===== src/video_ram_pkg.sv =====
/*
 * Shared widths, pixel and bus word types, and the writer FSM encoding.
 * Modules of the video capture path pull these in with a wildcard import.
 */
package video_ram_pkg;

	////////////////////////////////////////////////////////////////////////////
	// Widths
	////////////////////////////////////////////////////////////////////////////

	localparam int PIXEL_W            = 24;	// R, G, B bytes
	localparam int BUS_DATA_W         = 32;	// One bus data word
	localparam int BUS_ADDR_W         = 32;	// Byte address on the bus
	localparam int LINE_ADDR_W        = 11;	// Index into one line buffer
	localparam int LINE_NUM_W         = 10;	// Enough for 480 active lines and more
	localparam int LINE_DEPTH         = 2 ** LINE_ADDR_W;	// Pixels per buffer bank

	// Bytes covered by one data beat, used to step the burst address
	localparam int BUS_BYTES_PER_WORD = 4;

	////////////////////////////////////////////////////////////////////////////
	// Types
	////////////////////////////////////////////////////////////////////////////

	// Red in [23:16], green in [15:8], blue in [7:0]
	typedef logic [PIXEL_W-1:0]     pixel_t;
	typedef logic [BUS_DATA_W-1:0]  bus_word_t;
	typedef logic [BUS_ADDR_W-1:0]  bus_addr_t;
	typedef logic [LINE_ADDR_W-1:0] line_addr_t;
	typedef logic [LINE_NUM_W-1:0]  line_num_t;

	// Memory write FSM
	typedef enum logic [2:0]
	{
		ST_INIT       = 3'd0,	// Wait for memory controller init
		ST_START_LINE = 3'd1,	// Wait for a full line, load line address
		ST_REQUEST    = 3'd2,	// Bus request held until address ack
		ST_WRITE      = 3'd3,	// Beats out, then wait for write complete
		ST_COMPLETE   = 3'd4	// Step address, next burst or line done
	} writer_state_t;

endpackage

===== src/word_formatter.sv =====
/*
 * Output side. Reads the finished bank one pixel per beat and packs
 * each pixel into a bus word, marked valid two cycles after its beat.
 */
module word_formatter
	import video_ram_pkg::*;
#(
	parameter int PIXEL_OFFSET = 10	// First pixel of each line sent out
)
(
	input  logic       i_clk_100_bus,
	input  logic       i_sys_rst,
	input  logic       i_wr_bank,	// Bank the capture side is filling
	input  logic       i_line_start,
	input  logic       i_beat,
	input  pixel_t     i_rd_pixel,
	output logic       o_rd_bank,
	output line_addr_t o_rd_addr,
	output bus_word_t  o_bus_wr_data,
	output logic       o_bus_wr_valid
);

	line_addr_t r_rd_ptr;
	logic       r_beat_d1;	// Beat while memory read is in flight

	assign o_rd_bank = ~i_wr_bank;	// Read the other bank
	assign o_rd_addr = r_rd_ptr;

	// Read pointer and valid pipeline
	always_ff @(posedge i_clk_100_bus or posedge i_sys_rst)
	begin
		if (i_sys_rst)
		begin
			r_rd_ptr       <= '0;
			r_beat_d1      <= 1'b0;
			o_bus_wr_valid <= 1'b0;
		end
		else
		begin
			if (i_line_start)
				r_rd_ptr <= line_addr_t'(PIXEL_OFFSET);	// Skip the left edge
			else if (i_beat)
				r_rd_ptr <= r_rd_ptr + 1'b1;
			r_beat_d1      <= i_beat;
			o_bus_wr_valid <= r_beat_d1;	// Lines up with packed word
		end
	end

	// 6 bits per colour, each left aligned in its own byte
	always_ff @(posedge i_clk_100_bus)
	begin
		o_bus_wr_data <= {8'h00,
			i_rd_pixel[23:18], 2'b00,	// Red
			i_rd_pixel[15:10], 2'b00,	// Green
			i_rd_pixel[7:2],   2'b00};	// Blue
	end

endmodule


===== config.mk =====
export PLATFORM = sky130hd
export DESIGN_NAME = word_formatter
export DESIGN_NICKNAME = d
export VERILOG_FILES = /design/src/video_ram_pkg.sv /design/src/word_formatter.sv
export SDC_FILE = /design/constraint.sdc
export NUM_CORES = 1
export LEC_CHECK = 0
export BUFFER_PORTS_ARGS = -buffer_cell sky130_fd_sc_hd__buf_2
export CAP_MARGIN = 0
export CORE_MARGIN = 2
export CORE_UTILIZATION = 36
export DETAILED_ROUTE_END_ITERATION = 8
export PLACE_DENSITY = 0.83
export SYNTH_ARGS = -nofsm -noshare
export SYNTH_HDL_FRONTEND = slang
export SYNTH_SLANG_ARGS = --single-unit

===== constraint.sdc =====
create_clock -name i_clk_100_bus -period 1.38 [get_ports i_clk_100_bus]
set_input_delay 0.207 -clock i_clk_100_bus [delete_from_list [all_inputs] [get_ports i_clk_100_bus]]
set_output_delay 0.207 -clock i_clk_100_bus [all_outputs]
set_load 0.005 [all_outputs]

==> results.md, run 1 <==
- Core area: around 2800 um2
- Via count: 960
- Failing checks: design-rule violations, negative setup slack
- Routed WL: between 2000 and 3000 um
- Crit path max fanout: 3
- DRT antenna net count: 0
- GRT Total Usage: 18.4%
- First-pass GRT wire length: approximately 4600 um
- Reg2reg path depth: 4
- Critical Path Start Type: register
- Synth Area in XOR/XNOR: 3.24%
- Met3 Routed Length: around 370 um
- FF-to-FF setup slack: -0.12 ns
- Final Setup Violations: 3
- Cell count after synthesis: 90
- DR top layer: met4
- Post-Syn Area: roughly 1100 um2
- Hold path start: i_beat
- Placement Cell Area: between 1000 and 1500 um2
- CTS tree: yes
- Clock Power Share: about a third
- Int Pwr: 1.36 mW
- CTS Buffer Depth: 2
- Routed wire length per instance: between 10 and 15 um
- Setup slack after layout: -0.122 ns
- Top post-synthesis cells by area: dfxtp_1 33%, dfrtp_1 30%, buf_4 9.7%
- CP Capture Type: register
- Aggregate global routing overflow: 0
- Post-route insts no fill: 213
- GPL Wtd Cong: 0.715
- Num ports: 74
- Worst VDD drop: between 0.6 and 0.7 mV
- Largest family of logic cells by synthesized area: buffers and inverters
- Die area: between 3000 and 4000 um2
- # clock sinks: 31
- Number of global-route vias before repair: 979
- First-pass DRT Iterations: 6
- Num CTS Buffers: 5
- Layout cell share with drive strength beyond 1: a little under half
- ANT cells: 0
- Comb pwr share: between 10% and 20%
- Place WS: -0.110 ns
- Most numerous cell in the Yosys netlist: dfxtp_1
- Compound-cell area share of the yosys netlist: 9.85%
- HP Class: in2reg
- CP Data Required Time: 1.57 ns
- CTS root buf: clkbuf_4
- FMAX: between 0.6 and 0.7 GHz
- Final HPWL DP: around 1700 um
- Leakage: about 0.84 nW
- Design area: approximately 1700 um2
- Clock latency at the later pin of the worst-skew pair: roughly 0.31 ns
- Ys async rst share: 41.9%
- Worst Path Arrival: approximately 1.7 ns
- Most used DFF post-synth: dfxtp_1
- Switch Pwr: approximately 0.42 mW
- Met2 WL post-DR: around 1400 um
- Status: complete, but fails checks
- FP Rows: 19
- Hold Path End: r_beat_d1
- Vias/cell: ~4.5
- Mean post-synth cell area: 12.0 um2
- Mux contribution to synthesized area: between 1 and 1.5%
- Initial antenna violation count: 0
- Unique cell type count in the Yosys netlist: 27
- Post-synthesis simple-gate area fraction: ~8.9%
- Drc violations: 6
- Minimum clock period: around 1.5 ns
- Clk slew on worst S/H paths: ~0.1 ns
- List of most frequent post-synthesis cells: 18 x dfxtp_1, 14 x buf_4, 13 x dfrtp_1
- Fin. max-slew vios: 0
- Power per cell area: slightly above 1000 nW/um2
- Adder-cell share of the synthesized area: under 10%
- Fillers: 210
- Dominant cell type by area after synthesis: dfxtp_1
- Synth warn: 0
- Setup TNS: -0.278 ns
- Number of max-cap violations: 0
- Hold Vio Cnt, Final: 0
- Sw frac: a little under a quarter
- H-tree levels: 2
- Port Buffers: between 50 and 60
- Largest net degree at the start of global routing: 14
- WHS: between 0.2 and 0.25 ns
- Drt initial violations: 15
- Starting density of the core: around 38%
- Top cell type's share of synthesized area: 33.4%
- Flop pwr share: ~54%
- Chip Width: 58.8 um
- Crit Path Class: reg2reg
- Area delta synth->final: 59.1%
- WHS Path Cells: 2
- Fin crit share: 109%
- Post-Place Cells: roughly 180
- Die height: between 50 and 60 um
- Yosys reg bits: 31
- Layout Nets: roughly 210
- Met1 Wirelength: 1160 um
- Seq/Total Area, Yosys: 63.5%
- Reg2reg start: o_rd_addr[1]
- Post-synth EDFFs: 0
- FF-to-FF End: o_rd_addr[10]
- RSZ-0062 raised after global routing: true
- Worst clock skew: 0.0130 ns
[state kept, by name, indices dropped and copies added, names as in the netlist]
| signal | flops |
|---|---|
| o_bus_wr_data | 18 |
| o_bus_wr_valid | 1 |
| o_rd_addr | 11 |
| r_beat_d1 | 1 |
[worst max-delay path: stages, from the launching register on]
cell and delay [ns]:
dfrtp_1 0.39, ha_2 0.19, o211ai_1 0.13, nor4_1 0.30, mux2_2 0.37
[worst max-delay path by stage]
stage | startpoint | endpoint | slack, ns
2_1_floorplan | o_rd_addr[0] | o_rd_addr[10] | -0.15
3_3_place_gp | o_rd_addr[0] | o_rd_addr[10] | -0.07
3_5_place_dp | o_rd_addr[0] | o_rd_addr[10] | -0.11
4_1_cts | o_rd_addr[0] | o_rd_addr[10] | -0.07
5_1_grt | o_rd_addr[1] | o_rd_addr[10] | -0.21
6_report | o_rd_addr[1] | o_rd_addr[10] | -0.12
[layout make-up]
class	instances	area (um2)	area share, %
flip-flops and latches	31	686	39.9
repair buffers	87	572	33.3
multi-input cells	52	334	19.4
clock buffers	7	65.1	3.79
well taps	31	38.8	2.26
inverters	4	15.0	0.874
clock inverters	1	7.51	0.437
[stage by stage]
step / total power [mW] / util, %
floorplan: 1.06 / -
global placement: 1.13 / 50.2
detailed placement: 1.14 / 50.2
CTS: 1.78 / 60.4
global route: 1.87 / 61.2
finish: 1.78 / 61.2
[layer usage]
metal	track usage (%)	up-vias
met3	8.57	8
met4	7.47	0
met5	0	-
met2	29.0	72
met1	21.6	423
li1	-	457
[cell usage in the layout, fill, tap and decap left out, drive strengths merged]
cell | netlist | routed
dfxtp | 18 | 18
a21oi | 5 | 5
nand4 | 1 | 1
o211ai | 1 | 1
a211o | 1 | 1
conb | 1 | 14
nand3 | 1 | 1
o21ai | 3 | 3
or3 | 3 | 3
nor4 | 1 | 1
or4 | 2 | 2
inv | 4 | 4
nor2b | 2 | 2
xor2 | 3 | 3
dfrtp | 13 | 13
nand2b | 1 | 1
ha | 1 | 1
clkinvlp | 0 | 1
xnor2 | 1 | 1
nor2 | 4 | 4
o2111ai | 2 | 2
clkbuf | 2 | 7
dlygate4sd3 | 0 | 19
nand2 | 3 | 3
buf | 14 | 68
o31ai | 2 | 2
mux2 | 1 | 1
[cell families after synthesis]
kind of cell / after synthesis
AOI/OAI and AO/OA: 14
buffers and inverters: 20
xor gates and xnor gates: 4
other: 1
muxes: 1
DFF: 31
and+or+nand+nor: 18
adders and majority gates: 1
[power groups by stage]
stage	clock network [mW]	logic (mW)	registers (mW)
3_5_place_dp	0	0.165	0.972
3_3_place_gp	0	0.158	0.971
2_1_floorplan	0	0.0753	0.986
4_1_cts	0.610	0.212	0.953
5_1_grt	0.674	0.237	0.960
6_report	0.609	0.218	0.956
[repair_timing]
action,CTS,global route
setup endpoints to repair,2,6
gates resized for setup,2,5
hold buffers,19,0
setup buffers,2,2
pin swaps,4,7
hold endpoints to repair,31,0
No activity file was read; power rests on OpenSTA's default activity.
==> run 2: changes to the inputs <==
--- a/config.mk
+++ b/config.mk
@@ -5,7 +5,7 @@
 export SDC_FILE = /design/constraint.sdc
 export NUM_CORES = 1
 export LEC_CHECK = 0
-export BUFFER_PORTS_ARGS = -buffer_cell sky130_fd_sc_hd__buf_2
+export BUFFER_PORTS_ARGS = -buffer_cell sky130_fd_sc_hd__clkbuf_2
 export CAP_MARGIN = 0
 export CORE_MARGIN = 2
 export CORE_UTILIZATION = 36
==> results.md, run 2 (synthesized netlist as in run 1, its figures left out) <==
- Routed WL: 2860 um (-3.9%)
- Crit path max fanout: 3 (unchanged)
- Port Buffers: 53 (unchanged)
- Layout Nets: 213 (+0.95%)
- First-pass DRT Iterations: 6 (unchanged)
- Number of global-route vias before repair: 1028 (+5.0%)
- Chip Width: 58.8 um (unchanged)
- ANT cells: 0 (unchanged)
- CP Capture Type: register
- Placement Cell Area: 1420 um2 (+0.53%)
- Most common cell after layout, fill and taps aside: clkbuf_2
- H-tree levels: 2 (unchanged)
- Number of max-cap violations: 0 (unchanged)
- Final Setup Violations: 5 (+2)
- Design area: 1720 um2 (unchanged)
- GPL Wtd Cong: 0.727 (+1.7%)
- GRT Total Usage: 18.6% (+0.19 points)
- Leakage: 0.851 nW (+1.1%)
- Routed wire length per instance: 13.3 um (-4.8%)
- Via count: 976 (+1.7%)
- Top reg by flops: o_bus_wr_data
- DRT antenna net count: 0 (unchanged)
- Initial antenna violation count: 0 (unchanged)
- Failing checks: design-rule violations, negative setup slack
- Fin. max-slew vios: 0 (unchanged)
- Crit Path Class: reg2reg
- Vias/cell: 4.54 (+0.72%)
- Worst VDD drop: 0.888 mV (+30%)
- Power per cell area: 998 nW/um2 (-3.9%)
- Fillers: 220 (+4.8%)
- Aggregate global routing overflow: 0 (unchanged)
- Minimum clock period: 1.47 ns (-0.0331 ns)
- Clk slew on worst S/H paths: 0.11 ns (about the same)
- Num CTS Buffers: 5 (unchanged)
- Area delta synth->final: 59.1% (unchanged)
- Number of flip-flops in the largest register: 18 (unchanged)
- Num ports: 74 (unchanged)
- Critical Path Start Type: register
- Setup TNS: -0.214 ns (+0.0637 ns)
- Final HPWL DP: 1720 um (+1.2%)
- Core area: 2810 um2 (unchanged)
- Setup slack after layout: -0.0886 ns (+0.0331 ns)
- Drc violations: 6 (unchanged)
- Worst Path Arrival: 1.70 ns (about the same)
- Die height: 58.8 um (unchanged)
- CP Data Required Time: 1.61 ns (+0.04 ns)
- Drt initial violations: 15 (unchanged)
- HP Class: in2reg
- CTS Buffer Depth: 2 (unchanged)
- Starting density of the core: 38.5% (unchanged)
- Clock latency at the later pin of the worst-skew pair: 0.33 ns (+0.02 ns)
- First-pass GRT wire length: 4770 um (+3.9%)
- CTS root buf: clkbuf_4
- Worst clock skew: 0.0131 ns (+0.0000998 ns)
- Layout cell share with drive strength beyond 1: 45.7% (+0.048 points)
- Most frequent cells in the layout: 53 x clkbuf_2, 19 x dlygate4sd3_1, 18 x dfxtp_1
- Status: complete, but fails checks
- FP Rows: 19 (unchanged)
- Largest net degree at the start of global routing: 14 (unchanged)
- CTS tree: yes
- # clock sinks: 31 (unchanged)
- Hold Vio Cnt, Final: 0 (unchanged)
- RSZ-0062 raised after global routing: true
- FMAX: 0.681 GHz (+2.3%)
- Place WS: -0.107 ns (+0.00267 ns)
- Die area: 3450 um2 (unchanged)
- Fin crit share: 106% (-2.4 points)
run 2: area by class of cell:
cell class                 count  area, um2  area share (%)
clock buffer                   5       37.5            2.18
clock inverter                 3       18.8            1.09
inverter                       4       15.0           0.874
multi-input combinational     52        332            19.3
sequential                    31        686            39.9
tap                           31       38.8            2.26
timing repair buffer          89        591            34.4
run 2: routing by layer:
metal	global-route usage (%)	wire length [um]	vias to the layer above
met5	0	0	-
met2	30.0	1370	70
li1	-	-	461
met3	9.01	405	5
met4	6.17	40	0
met1	21.6	1040	440
run 2: timing repair:
item	4_1_cts	5_1_grt
pin swaps	1	9
hold endpoints to repair	31	0
endpoints found under the setup margin	2	6
gates resized for setup	0	6
hold buffers	19	0
setup buffers	1	3
run 2: where the power goes:
group          leakage, nW  total (mW)  switching, mW  internal [mW]
logic                0.501       0.228          0.100          0.127
registers            0.318       0.954         0.0142          0.940
clock network       0.0315       0.532          0.336          0.196
total                0.851        1.71          0.451           1.26
run 2: path summary, 6_finish.rpt:
path | startpoint | end | slack (ns) | cells after the start
min in group asynchronous | i_sys_rst | o_rd_addr[8] | 0.40 | 3
min | i_beat | r_beat_d1 | 0.21 | 2
min reg2reg | r_beat_d1 | o_bus_wr_valid | 0.37 | 0
max in group asynchronous | i_sys_rst | o_rd_addr[6] | 0.63 | 3
max reg2reg | o_rd_addr[1] | o_rd_addr[10] | -0.09 | 4
max | o_rd_addr[1] | o_rd_addr[10] | -0.09 | 4
run 2: worst max-delay path: stages, from the launching register on:
cell and delay (ns):
dfrtp_1 0.38, ha_1 0.17, o211ai_1 0.13, nor4_1 0.31
mux2_2 0.37
run 2: metrics by stage:
stage               cells  hold slack, ns  utilization [%]  power [mW]
finish                215           0.206             61.2        1.71
global route          215           0.208             61.2        1.79
CTS                   212           0.208             59.5        1.69
global placement      184           0.224             50.5        1.13
detailed placement    184           0.236             50.5        1.14
floorplan             103          0.0840                -        1.06
