==> src/video_ram_pkg.sv <==
/*
 * Shared widths, pixel and bus word types, and the writer FSM encoding.
 * Modules of the video capture path pull these in with a wildcard import.
 */
package video_ram_pkg;

	////////////////////////////////////////////////////////////////////////////
	// Widths
	////////////////////////////////////////////////////////////////////////////

	localparam int PIXEL_W            = 24;	// R, G, B bytes
	localparam int BUS_DATA_W         = 32;	// One bus data word
	localparam int BUS_ADDR_W         = 32;	// Byte address on the bus
	localparam int LINE_ADDR_W        = 11;	// Index into one line buffer
	localparam int LINE_NUM_W         = 10;	// Enough for 480 active lines and more
	localparam int LINE_DEPTH         = 2 ** LINE_ADDR_W;	// Pixels per buffer bank

	// Bytes covered by one data beat, used to step the burst address
	localparam int BUS_BYTES_PER_WORD = 4;

	////////////////////////////////////////////////////////////////////////////
	// Types
	////////////////////////////////////////////////////////////////////////////

	// Red in [23:16], green in [15:8], blue in [7:0]
	typedef logic [PIXEL_W-1:0]     pixel_t;
	typedef logic [BUS_DATA_W-1:0]  bus_word_t;
	typedef logic [BUS_ADDR_W-1:0]  bus_addr_t;
	typedef logic [LINE_ADDR_W-1:0] line_addr_t;
	typedef logic [LINE_NUM_W-1:0]  line_num_t;

	// Memory write FSM
	typedef enum logic [2:0]
	{
		ST_INIT       = 3'd0,	// Wait for memory controller init
		ST_START_LINE = 3'd1,	// Wait for a full line, load line address
		ST_REQUEST    = 3'd2,	// Bus request held until address ack
		ST_WRITE      = 3'd3,	// Beats out, then wait for write complete
		ST_COMPLETE   = 3'd4	// Step address, next burst or line done
	} writer_state_t;

endpackage
==> src/line_capture.sv <==
/*
 * Input side of the line capture. Stores strobed pixels into the active
 * line bank, swaps banks on each new line and flags the finished line.
 */
module line_capture
	import video_ram_pkg::*;
(
	input  logic       i_clk_100_bus,
	input  logic       i_sys_rst,
	input  logic       i_pix_valid,	// Pixel strobe from the source
	input  pixel_t     i_pixel,
	input  logic       i_new_line,	// Start of a new line, one cycle
	input  line_num_t  i_line_num,	// Valid with i_new_line
	input  logic       i_line_done,	// Writer has flushed the ready line
	output logic       o_wr_en,
	output line_addr_t o_wr_addr,
	output pixel_t     o_wr_pixel,
	output logic       o_wr_bank,	// Bank being filled
	output logic       o_line_ready,
	output line_num_t  o_line_num
);

	line_addr_t r_pix_cnt;	// Next free slot in the current line

	// Write port, counter, bank and ready flag
	always_ff @(posedge i_clk_100_bus or posedge i_sys_rst)
	begin
		if (i_sys_rst)
		begin
			r_pix_cnt    <= '0;
			o_wr_en      <= 1'b0;
			o_wr_addr    <= '0;
			o_wr_bank    <= 1'b0;	// Fill bank 0 first
			o_line_ready <= 1'b0;
		end
		else
		begin
			o_wr_en <= i_pix_valid;
			if (i_new_line)
			begin
				// Pixel on the same cycle lands at slot 0 of the new bank
				o_wr_addr    <= '0;
				r_pix_cnt    <= i_pix_valid ? line_addr_t'(1) : '0;
				o_wr_bank    <= ~o_wr_bank;
				o_line_ready <= 1'b1;	// Previous bank now holds a full line
			end
			else
			begin
				if (i_pix_valid)
				begin
					o_wr_addr <= r_pix_cnt;
					r_pix_cnt <= r_pix_cnt + 1'b1;
				end
				if (i_line_done)
					o_line_ready <= 1'b0;
			end
		end
	end

	// Pixel data and line number
	always_ff @(posedge i_clk_100_bus)
	begin
		o_wr_pixel <= i_pixel;
		if (i_new_line)
			o_line_num <= i_line_num;	// Number of the line just finished
	end

	// Source must not send more pixels than one bank holds
	a_no_addr_wrap : assert property (@(posedge i_clk_100_bus) disable iff (i_sys_rst)
		(i_pix_valid && !i_new_line) |-> (r_pix_cnt != '1));

endmodule

==> config.mk <==
export PLATFORM = sky130hd
export DESIGN_NAME = line_capture
export DESIGN_NICKNAME = d
export VERILOG_FILES = /design/src/video_ram_pkg.sv /design/src/line_capture.sv
export SDC_FILE = /design/constraint.sdc
export NUM_CORES = 1
export LEC_CHECK = 0
export ABC_AREA = 1
export BUFFER_PORTS_ARGS = -buffer_cell sky130_fd_sc_hd__buf_2
export CAP_MARGIN = 20
export CELL_PAD_IN_SITES_DETAIL_PLACEMENT = 0
export CELL_PAD_IN_SITES_GLOBAL_PLACEMENT = 1
export CORE_MARGIN = 2
export CORE_UTILIZATION = 36
export CTS_CLUSTER_DIAMETER = 30
export DETAILED_ROUTE_END_ITERATION = 8
export MAX_ROUTING_LAYER = met4
export PLACE_DENSITY_LB_ADDON = 0.1
export SYNTH_ARGS = -nofsm -noshare
export SYNTH_HDL_FRONTEND = slang
export SYNTH_SLANG_ARGS = --single-unit
==> constraint.sdc <==
create_clock -name i_clk_100_bus -period 3.21 [get_ports i_clk_100_bus]
set_input_delay 0.642 -clock i_clk_100_bus [delete_from_list [all_inputs] [get_ports i_clk_100_bus]]
set_output_delay 0.642 -clock i_clk_100_bus [all_outputs]
set_load 0.01 [all_outputs]
==> results.md, run 1 <==
* Final net count at roughly 310
* Tot Pwr at roughly 1.6 mW
* Multi-input gate area at 425 um2
* First-pass GRT wire length at approximately 6.6 mm
* Pre-Repair DR Iteration Count at 4
* Avg Cell Area, Syn at around 11 um2
* TritonCTS clock tree: built
* Synth warnings at 0
* Worst Tran Pin Value at between 0.9 and 1 ns
* Primary FF master, synth: dfrtp_1
* Initial drt markers at 45
* Seq/Total Area, Yosys at 0.733
* Commonest cells post-synth: 39 x nand2_1, 25 x dfrtp_1, 24 x dfxtp_1
* Antenna cells at 0
* CP required at roughly 2.6 ns
* Largest net degree at the start of global routing at 26
* Root Driver: clkbuf_8
* HPWL after DPL at just under 3 mm
* Routed WL at 4.07 mm
* Synth top area cells: dfrtp_1 33%, dfxtp_1 25%, edfxtp_1 16%, nand2_1 7.6%, o21ai_0 4.4%
* Crit path cell chain: buf_2
* Net count of the mapped netlist at between 200 and 250
* Synth area leader: dfrtp_1
* Clock latency at the later pin of the worst-skew pair at between 0.3 and 0.4 ns
* Syn Std Cell Area at 1920 um2
* Slowest-stage cell, CP: dfrtp_1
* Post-CTS setup buffer count at 0
* RSZ-0062 raised after global routing: no
* Area delta synth->final at 36.4%
* Bufs on Longest Clock Path at 2
* Row count at 26
* Yosys top cell area share at 0.326
* Flip-flop and latch count after synthesis at 59
* Core box area at ~5100 um2
* Setup_tns at 0 ns
* DRC Markers at 0
* CTS clk-pin slew, worst paths at 0.07 ns
* I/O pin total at 87
* Count leader, synth: nand2_1
* Die Width at between 70 and 80 um
* CP Capture Type: output port
* Input/output buffers at 86
* Arr. time, crit path at about 0.86 ns
* Status: complete, no violations
* CTS H-tree lvls at 3
* Cell variety after synth at 15
* Drt wl/cell at 11.9 um
* Hold Buf Count CTS at 0
* Antenna-violating nets left at 0
* Max frequency at 667 MHz
* Power Dens Cells at around 600 nW/um2
* Vias per cell at 4.25
* GRT Total Usage at 0.150
* RePlAce Congestion at about 0.73
* Type of the worst setup path: reg2out
* WP buf/inv at 1
* Final Hold Viols at 0
* Minimum clock period at approximately 1.5 ns
* Final setup violating endpoints at 0
* PostCTS Resize Cnt at 0
* Largest stage delay on the critical path at slightly below 0.4 ns
* Max_slew headroom at 0.371
* Layout cell share with drive strength beyond 1 at 0.374
* Final Slew Violations at 0
* Initial core utilization at 0.373
* Max VDD drop at a little over 0.3 mV
* Post-synth ARST share at 0.424
* Grt ovf at 0
* Register cell area after layout at roughly 1400 um2
* Routed via count at approximately 1500
* Height of the die at around 77 um
* Maximum fanout along the worst path at 2
* Worst Hold Class: in2reg
* Skew final at roughly 0.0073 ns
* Cell family with most CP delay: flip-flops
* Period utilization at 0.467
* Initial antenna violation count at 0
* # fillers at roughly 530
* Post-synth EDFFs at 10
* Vias in the first global route at between 1000 and 1500
* CTS buffer count at 9
* # clock sinks at between 50 and 60
* Max-cap viol count at 0
* Pleak at 1.32 nW
* Post-synthesis cell count at ~170
* Worst setup SP type: flop
* DIE AREA at 5930 um2
## logic make-up after synthesis
group                    Yosys count  synth area share
buffers and inverters             21            0.0456
AO/OA/AOI/OAI                     20            0.0521
AND/OR/NAND/NOR                   72             0.158
adder cells (fa/ha/maj)            1           0.00652
flip-flops                        59             0.733
XOR/XNOR                           1           0.00456
## sequential cells by signal (all words and copies together), names as in the netlist
register / cells
o_wr_addr: 11
r_pix_cnt: 11
o_line_num: 10
o_wr_en: 1
o_wr_bank: 1
o_line_ready: 1
o_wr_pixel: 24
## through the flow
stage          setup slack [ns]  utilization  hold WS, ns  cell area, um2  instances
3_5_place_dp               1.35        0.470        0.452            2420        327
6_report                   1.71        0.509        0.416            2620        343
3_3_place_gp               1.43        0.470        0.452            2420        327
4_1_cts                    1.69        0.509        0.398            2620        343
2_1_floorplan              1.84            -        0.476            1920        174
5_1_grt                    1.54        0.509        0.393            2620        343
## cells in the final DEF, fill, tap and decap left out, drive strengths merged
cell type and n:
inv 18, edfxtp 10, nand4 2, ha 1, nand3 11, clkinv 3, buf 86, a21oi 3
clkbuf 13, dfxtp 24, o21ai 17, xor2 1, nor2 20, nand2 39, dfrtp 25
## cell type report
cell class	count	share of cell area
flip-flops and latches	59	0.537
repair buffers	86	0.164
multi-input cells	94	0.163
clock buffers	13	0.0693
well taps	70	0.0335
inverters	18	0.0258
clock inverters	3	0.00717
## power breakdown
| part | total, mW | leakage [nW] | internal, mW | switching (mW) |
|---|---|---|---|---|
| logic | 0.113 | 0.574 | 0.0473 | 0.0659 |
| clock network | 0.647 | 0.104 | 0.373 | 0.274 |
| registers | 0.810 | 0.638 | 0.797 | 0.0138 |
## metal layers
layer | up-vias | wire, um | global-route usage
li1 | 741 | - | -
met1 | 661 | 1930 | 0.189
met2 | 50 | 1890 | 0.223
met3 | 6 | 190 | 0.0388
met4 | 0 | 57 | 0.0804
met5 | - | 0 | -
## worst paths after layout
kind	start	to	slack [ns]	cells past startpoint
worst max-delay path	o_wr_bank	o_wr_bank	1.71	1
worst min-delay path	i_pixel[19]	o_wr_pixel[19]	0.42	1
worst max register to register	r_pix_cnt[1]	r_pix_cnt[10]	1.93	6
worst min register to register	o_wr_bank	o_wr_bank	0.47	1
max in group asynchronous	i_sys_rst	o_wr_addr[7]	2.11	2
min in group asynchronous	i_sys_rst	r_pix_cnt[1]	0.52	2
Note: power is estimated with default switching activity, not from simulation.
==> run 2, diff against run 1 <==
--- a/config.mk
+++ b/config.mk
@@ -5,13 +5,13 @@
 export SDC_FILE = /design/constraint.sdc
 export NUM_CORES = 1
 export LEC_CHECK = 0
-export ABC_AREA = 1
+export ABC_AREA = 0
 export BUFFER_PORTS_ARGS = -buffer_cell sky130_fd_sc_hd__buf_2
 export CAP_MARGIN = 20
 export CELL_PAD_IN_SITES_DETAIL_PLACEMENT = 0
 export CELL_PAD_IN_SITES_GLOBAL_PLACEMENT = 1
 export CORE_MARGIN = 2
-export CORE_UTILIZATION = 36
+export CORE_UTILIZATION = 35
 export CTS_CLUSTER_DIAMETER = 30
 export DETAILED_ROUTE_END_ITERATION = 8
 export MAX_ROUTING_LAYER = met4
==> constraint.sdc (replaced) <==
create_clock -name i_clk_100_bus -period 1.45 [get_ports i_clk_100_bus]
set_input_delay 0.29 -clock i_clk_100_bus [delete_from_list [all_inputs] [get_ports i_clk_100_bus]]
set_output_delay 0.29 -clock i_clk_100_bus [all_outputs]
set_load 0.01 [all_outputs]
==> run 2 against run 1 <==
Compared with the run above: critical path depth is 3 higher; synthesized area is 2.5% lower; clock-buffer cell count is 1 lower; flip-flop and latch count stayed put; sequential power is 120% higher; clock skew hardly changed; utilization is 1.9 points higher; largest power group unchanged; highest routed layer unchanged.
==> results.md, run 2 <==
* Input/output buffers at 86 (unchanged)
* Worst setup SP type: flop
* Largest net degree at the start of global routing at 35 (+35%)
* Commonest cells after routing, fill and taps aside: 86 x buf_2, 24 x dfrtp_1, 24 x dfxtp_1
* Maximum fanout along the worst path at 4 (+2)
* Tot Pwr at 3.91 mW (+150%)
* CP required at 1.69 ns (-0.88 ns)
* Worst Hold Class: in2async
* HPWL after DPL at 2.77 mm (-6.9%)
* Routed WL at 4.12 mm (+1.2%)
* DIE AREA at 5950 um2 (+0.23%)
* I/O pin total at 87 (unchanged)
* RePlAce Congestion at 0.687 (-5.8%)
* Synth warnings at 0 (unchanged)
* Max_slew headroom at 0.756 (+0.386)
* Final net count at 274 (-11%)
* Max reg flops at 24 (unchanged)
* Drt wl/cell at 13.3 um (+12%)
* Grt ovf at 0 (unchanged)
* Clock latency at the later pin of the worst-skew pair at 0.32 ns (about the same)
* Count leader, synth: dfrtp_1
* Bufs on Longest Clock Path at 2 (unchanged)
* Period utilization at 0.958
* Antenna-violating nets left at 0 (unchanged)
* Height of the die at 77.1 um (+0.12%)
* First-pass GRT wire length at 6.47 mm (-2.1%)
* Yosys top cell area share at 0.334 (+0.00850)
* Max VDD drop at 0.781 mV (+150%)
* Root Driver: clkbuf_8
* CTS clk-pin slew, worst paths at 0.07 ns (about the same)
* Net count of the mapped netlist at 170 (-21%)
* Largest registers: o_wr_pixel: 24 flops, o_wr_addr: 11 flops, r_pix_cnt: 11 flops
* Post-synthesis cell count at 130 (-25%)
* Worst hold slack at 0.00361 ns (-0.413 ns)
* CP Capture Type: flop
* Core box area at 5140 um2 (unchanged)
* Status: complete, no violations
* Post-synth EDFFs at 10 (unchanged)
* Slowest-stage cell, CP: or4_1
* Antenna cells at 0 (unchanged)
* TritonCTS clock tree: built
* Final core utilization at 0.528 (+0.0185)
* Skew final at 0.00723 ns (-0.0000448 ns)
* Pleak at 1.32 nW (+0.33%)
* Vias per cell at 4.54 (+6.9%)
* Vias in the first global route at 1401 (-2.2%)
* Arr. time, crit path at 1.63 ns (+0.77 ns)
* Die Width at 77.1 um (+0.12%)
* Area delta synth->final at 45.0%
* Initial antenna violation count at 0 (unchanged)
* Type of the worst setup path: reg2reg
* Max frequency at 720 MHz
* Max-cap viol count at 0 (unchanged)
* Routed via count at 1404 (-3.7%)
* Synth area leader: dfrtp_1
* GRT Total Usage at 0.146 (-0.00382)
* Crit path cell chain: ha_2 > nand2_1 > or4_1 > a21oi_1
* Final Slew Violations at 0 (unchanged)
* Row count at 26 (unchanged)
* CTS buffer count at 9 (unchanged)
* Cell variety after synth at 23 (+8)
* Avg Cell Area, Syn at 14.4 um2 (+30%)
* Flip-flop and latch count after synthesis at 59 (unchanged)
* Initial core utilization at 0.364 (-0.00949)
* Power Dens Cells at 1440 nW/um2 (+140%)
* Layout cell share with drive strength beyond 1 at 0.485 (+0.112)
* CTS H-tree lvls at 3 (unchanged)
* Largest stage delay on the critical path at 0.47 ns (+0.08 ns)
* Post-synth ARST share at 0.424 (unchanged)
* Worst Tran Pin Value at 0.365 ns (-0.578 ns)
* Setup_tns at 0 ns (unchanged)
* Minimum clock period at roughly 1.4 ns
* # clock sinks at 59 (unchanged)
* Synth top area cells: dfrtp_1 33%, dfxtp_1 26%, edfxtp_1 16%, mux2i_1 6.4%, nor2_1 3.0%
* Biggest register: o_wr_pixel
* Hold Buf Count CTS at 0 (unchanged)
* Initial drt markers at 86 (+91%)
* Final Hold Viols at 0 (unchanged)
* Most common cell after layout, fill and taps aside: buf_2
* Seq/Total Area, Yosys at 0.752 (+0.0191)
* Primary FF master, synth: dfrtp_1
* Commonest cells post-synth: 25 x dfrtp_1, 24 x dfxtp_1, 15 x nor2_1
* Final setup violating endpoints at 0 (unchanged)
* DRC Markers at 0 (unchanged)
* Syn Std Cell Area at 1870 um2 (-2.5%)
* Pre-Repair DR Iteration Count at 4 (unchanged)
-- run 2: report_power, final --
group / internal [mW] / switching, mW
registers: 1.77 / 0.0374
logic: 0.141 / 0.157
clock network: 1.19 / 0.617
-- run 2: logic make-up (layout without fill, tap and decap cells) --
| family | count (synthesis) | after routing | share of synthesized area |
|---|---|---|---|
| AOI/OAI and AO/OA | 14 | 15 | 0.0495 |
| DFF | 59 | 59 | 0.752 |
| adders and majority gates | 1 | 1 | 0.00669 |
| xor gates and xnor gates | 5 | 5 | 0.0234 |
| and+or+nand+nor | 31 | 31 | 0.0796 |
| buffers and inverters | 8 | 116 | 0.0247 |
| muxes | 12 | 12 | 0.0642 |
-- run 2: path summary, 6_finish.rpt --
path | start | cells past startpoint | slack, ns | to
setup / recovery | r_pix_cnt[1] | 4 | 0.06 | r_pix_cnt[10]
min in group i_clk_100_bus | i_pixel[18] | 1 | 0.07 | o_wr_pixel[18]
setup reg to reg | r_pix_cnt[1] | 4 | 0.06 | r_pix_cnt[10]
hold reg to reg | o_wr_bank | 1 | 0.46 | o_wr_bank
max in group asynchronous | i_sys_rst | 3 | 1.18 | r_pix_cnt[4]
hold / removal | i_sys_rst | 3 | 0.004 | r_pix_cnt[6]
-- run 2: layout make-up --
cell class	count	area, um2
fillers	481	2430
repair buffers	98	520
inverters	2	7.51
clock buffers	12	145
multi-input cells	64	447
well taps	70	87.6
clock inverters	4	97.6
flip-flops and latches	59	1410
-- run 2: what timing repair did --
| action | CTS | global route |
|---|---|---|
| resized for setup | 0 | 3 |
| buffers inserted | 0 | 5 |
| setup endpoints to repair | 0 | 6 |
-- run 2: routing by layer --
layer  GRT usage  wire [um]
met5           -          0
met4      0.0696         38
met2       0.214       1920
met3      0.0471        324
met1       0.184       1840
-- run 2: metrics by stage --
step                      instances  instance area (um2)  setup slack, ns
after floorplan                 130                 1870           0.0766
after global placement          287                 2400           0.0325
after detailed placement        287                 2400         -0.00123
after CTS                       303                 2650          0.00688
after global routing            309                 2710         -0.00322
final                           309                 2710           0.0612
-- run 2: worst max-delay path, delay by kind of cell (launching register included) --
kind	cells	cell delay, ns
flip-flops	1	0.39
adder cells (fa/ha/maj)	1	0.19
AO/OA/AOI/OAI	1	0.17
AND/OR/NAND/NOR	2	0.55
==> run 3, diff against run 2 <==
--- a/config.mk
+++ b/config.mk
@@ -14,6 +14,7 @@
 export CORE_UTILIZATION = 35
 export CTS_CLUSTER_DIAMETER = 30
 export DETAILED_ROUTE_END_ITERATION = 8
+export HOLD_SLACK_MARGIN = 0.1
 export MAX_ROUTING_LAYER = met4
 export PLACE_DENSITY_LB_ADDON = 0.1
 export SYNTH_ARGS = -nofsm -noshare
==> run 3 against run 2 <==
Compared with the run above: via count grew 6.1%; clock power is essentially flat; power up 1.3%; flip-flop and latch count unchanged; design area is 9.2% higher; clock-buffer cell count stayed put; non-clock buffer count increased by 25.
==> results.md, run 3 (synthesized netlist as in run 2, its figures left out) <==
* Status: complete, no violations
* Skew final at 0.00763 ns (+0.000401 ns)
* Tot Pwr at 3.96 mW (+1.3%)
* GRT Total Usage at 0.161 (+0.0153)
* Antenna cells at 0 (unchanged)
* Commonest cells after routing, fill and taps aside: 86 x buf_2, 25 x dlygate4sd3_1, 24 x dfrtp_1, 24 x dfxtp_1, 15 x nor2_1
* Pleak at 1.42 nW (+7.9%)
* Top layer in use: met4
* Area delta synth->final at 58.4%
* Vias in the first global route at 1536 (+9.6%)
* DRC Markers at 0 (unchanged)
* Initial drt markers at 93 (+8.1%)
* CTS buffer count at 9 (unchanged)
* Grt ovf at 0 (unchanged)
* Crit path cell chain: ha_2 > nand2_1 > or4_1 > a21oi_1
* Input/output buffers at 86 (unchanged)
* Vias per cell at 4.46 (-1.9%)
* Final WS setup at 0.0569 ns (-0.00428 ns)
* Slowest-stage cell, CP: or4_1
* Worst Setup SP: r_pix_cnt[1]
* Arr. time, crit path at 1.63 ns (about the same)
* Drt wl/cell at 13.6 um (+2.5%)
* Initial core utilization at 0.364 (unchanged)
* RePlAce Congestion at 0.687 (unchanged)
* Max_slew headroom at 0.756 (about the same)
* TritonCTS clock tree: built
* Met2 wire len at 2.16 mm (+13%)
* DIE AREA at 5950 um2 (unchanged)
* HPWL after DPL at 2.77 mm (unchanged)
* Reg2reg start: r_pix_cnt[1]
* First-pass GRT wire length at 7.14 mm (+10%)
* Worst Hold Class: in2reg
* Hold Crit Start: i_line_num[0]
* Root Driver: clkbuf_8
* I/O pin total at 87 (unchanged)
* # clock sinks at 59 (unchanged)
* Final setup violating endpoints at 0 (unchanged)
* Worst setup SP type: flop
* Minimum clock period at 1.39 ns (+0.00428 ns)
* Antenna-violating nets left at 0 (unchanged)
* WL met1 at 2.07 mm (+13%)
* Die Width at 77.1 um (unchanged)
* Biggest register: o_wr_pixel
* Maximum fanout along the worst path at 4 (unchanged)
* Type of the worst setup path: reg2reg
* Clock latency at the later pin of the worst-skew pair at 0.32 ns (about the same)
* Most common cell after layout, fill and taps aside: buf_2
* Height of the die at 77.1 um (unchanged)
* Final core utilization at 0.576 (+0.0487)
* Final Hold Viols at 0 (unchanged)
* Routed WL at 4.56 mm (+11%)
* Initial antenna violation count at 0 (unchanged)
* Max reg flops at 24 (unchanged)
* Max-cap viol count at 0 (unchanged)
* Final Slew Violations at 0 (unchanged)
* Pre-Repair DR Iteration Count at 4 (unchanged)
* Power Dens Cells at 1340 nW/um2 (-7.2%)
* Setup WS pre-CTS at -0.00123 ns (unchanged)
* Worst Tran Pin Value at 0.366 ns (+0.00101 ns)
* Largest stage delay on the critical path at 0.47 ns (about the same)
* Largest registers: o_wr_pixel: 24 flops, o_wr_addr: 11 flops, r_pix_cnt: 11 flops
* Worst hold slack at 0.141 ns (+0.138 ns)
* Layout cell share with drive strength beyond 1 at 0.439 (-0.0460)
* Max frequency at 718 MHz (-0.31%)
* Largest net degree at the start of global routing at 35 (unchanged)
* Bufs on Longest Clock Path at 2 (unchanged)
* Met3 wire length at 281 um (-13%)
* Routed via count at 1489 (+6.1%)
* Final net count at 299 (+9.1%)
* Core box area at 5140 um2 (unchanged)
* CP required at 1.69 ns (about the same)
* Row count at 26 (unchanged)
* CTS H-tree lvls at 3 (unchanged)
* Max VDD drop at 0.802 mV (+2.7%)
* Period utilization at 0.961 (+0.00295)
* # fillers at 448 (-6.9%)
* CP Capture Type: flop
* CTS clk-pin slew, worst paths at 0.07 ns (about the same)
run 3: what timing repair did:
action / in CTS / in global routing
setup endpoints to repair: 0 / 6
buffers inserted: 0 / 5
hold buffers: 25 / 0
resized for setup: 0 / 3
endpoints found under the hold margin: 49 / 0
run 3: metrics by stage:
| stage | instances | setup TNS (ns) | instance area [um2] |
|---|---|---|---|
| 2_1_floorplan | 130 | 0 | 1870 |
| 3_3_place_gp | 287 | 0 | 2400 |
| 3_5_place_dp | 287 | -0.00123 | 2400 |
| 4_1_cts | 328 | 0 | 2900 |
| 5_1_grt | 334 | -0.00322 | 2960 |
| 6_report | 334 | 0 | 2960 |
run 3: power by group:
group	total, mW	internal, mW	switching (mW)
combinational	0.354	0.185	0.169
sequential	1.81	1.77	0.0380
clock	1.80	1.19	0.614
total	3.96	3.14	0.821
run 3: worst paths after layout:
path | end | slack [ns] | cells past startpoint
worst min register to register | o_wr_bank | 0.46 | 1
worst min-delay path | o_line_num[0] | 0.14 | 1
worst max register to register | r_pix_cnt[10] | 0.06 | 4
max in group asynchronous | r_pix_cnt[4] | 0.62 | 4
worst max-delay path | r_pix_cnt[10] | 0.06 | 4
min in group asynchronous | r_pix_cnt[6] | 0.56 | 4
run 3: worst max-delay path: cells and delay by family, from the launching register on:
family | cells | cell delay [ns]
flops | 1 | 0.40
simple gates | 2 | 0.55
compound gates | 1 | 0.17
fa+ha+maj | 1 | 0.19
run 3: layout make-up:
cell class / count / area [um2] / area share
clock buffer: 12 / 145 / 0.0490
clock inverter: 4 / 97.6 / 0.0329
inverter: 2 / 7.51 / 0.00253
multi-input combinational: 64 / 447 / 0.151
sequential: 59 / 1410 / 0.475
tap: 70 / 87.6 / 0.0296
timing repair buffer: 123 / 771 / 0.260
run 3: layer usage:
layer,GRT usage,up-vias
met3,0.0471,5
met1,0.200,706
met2,0.247,62
li1,-,716
met5,-,-
met4,0.0696,0
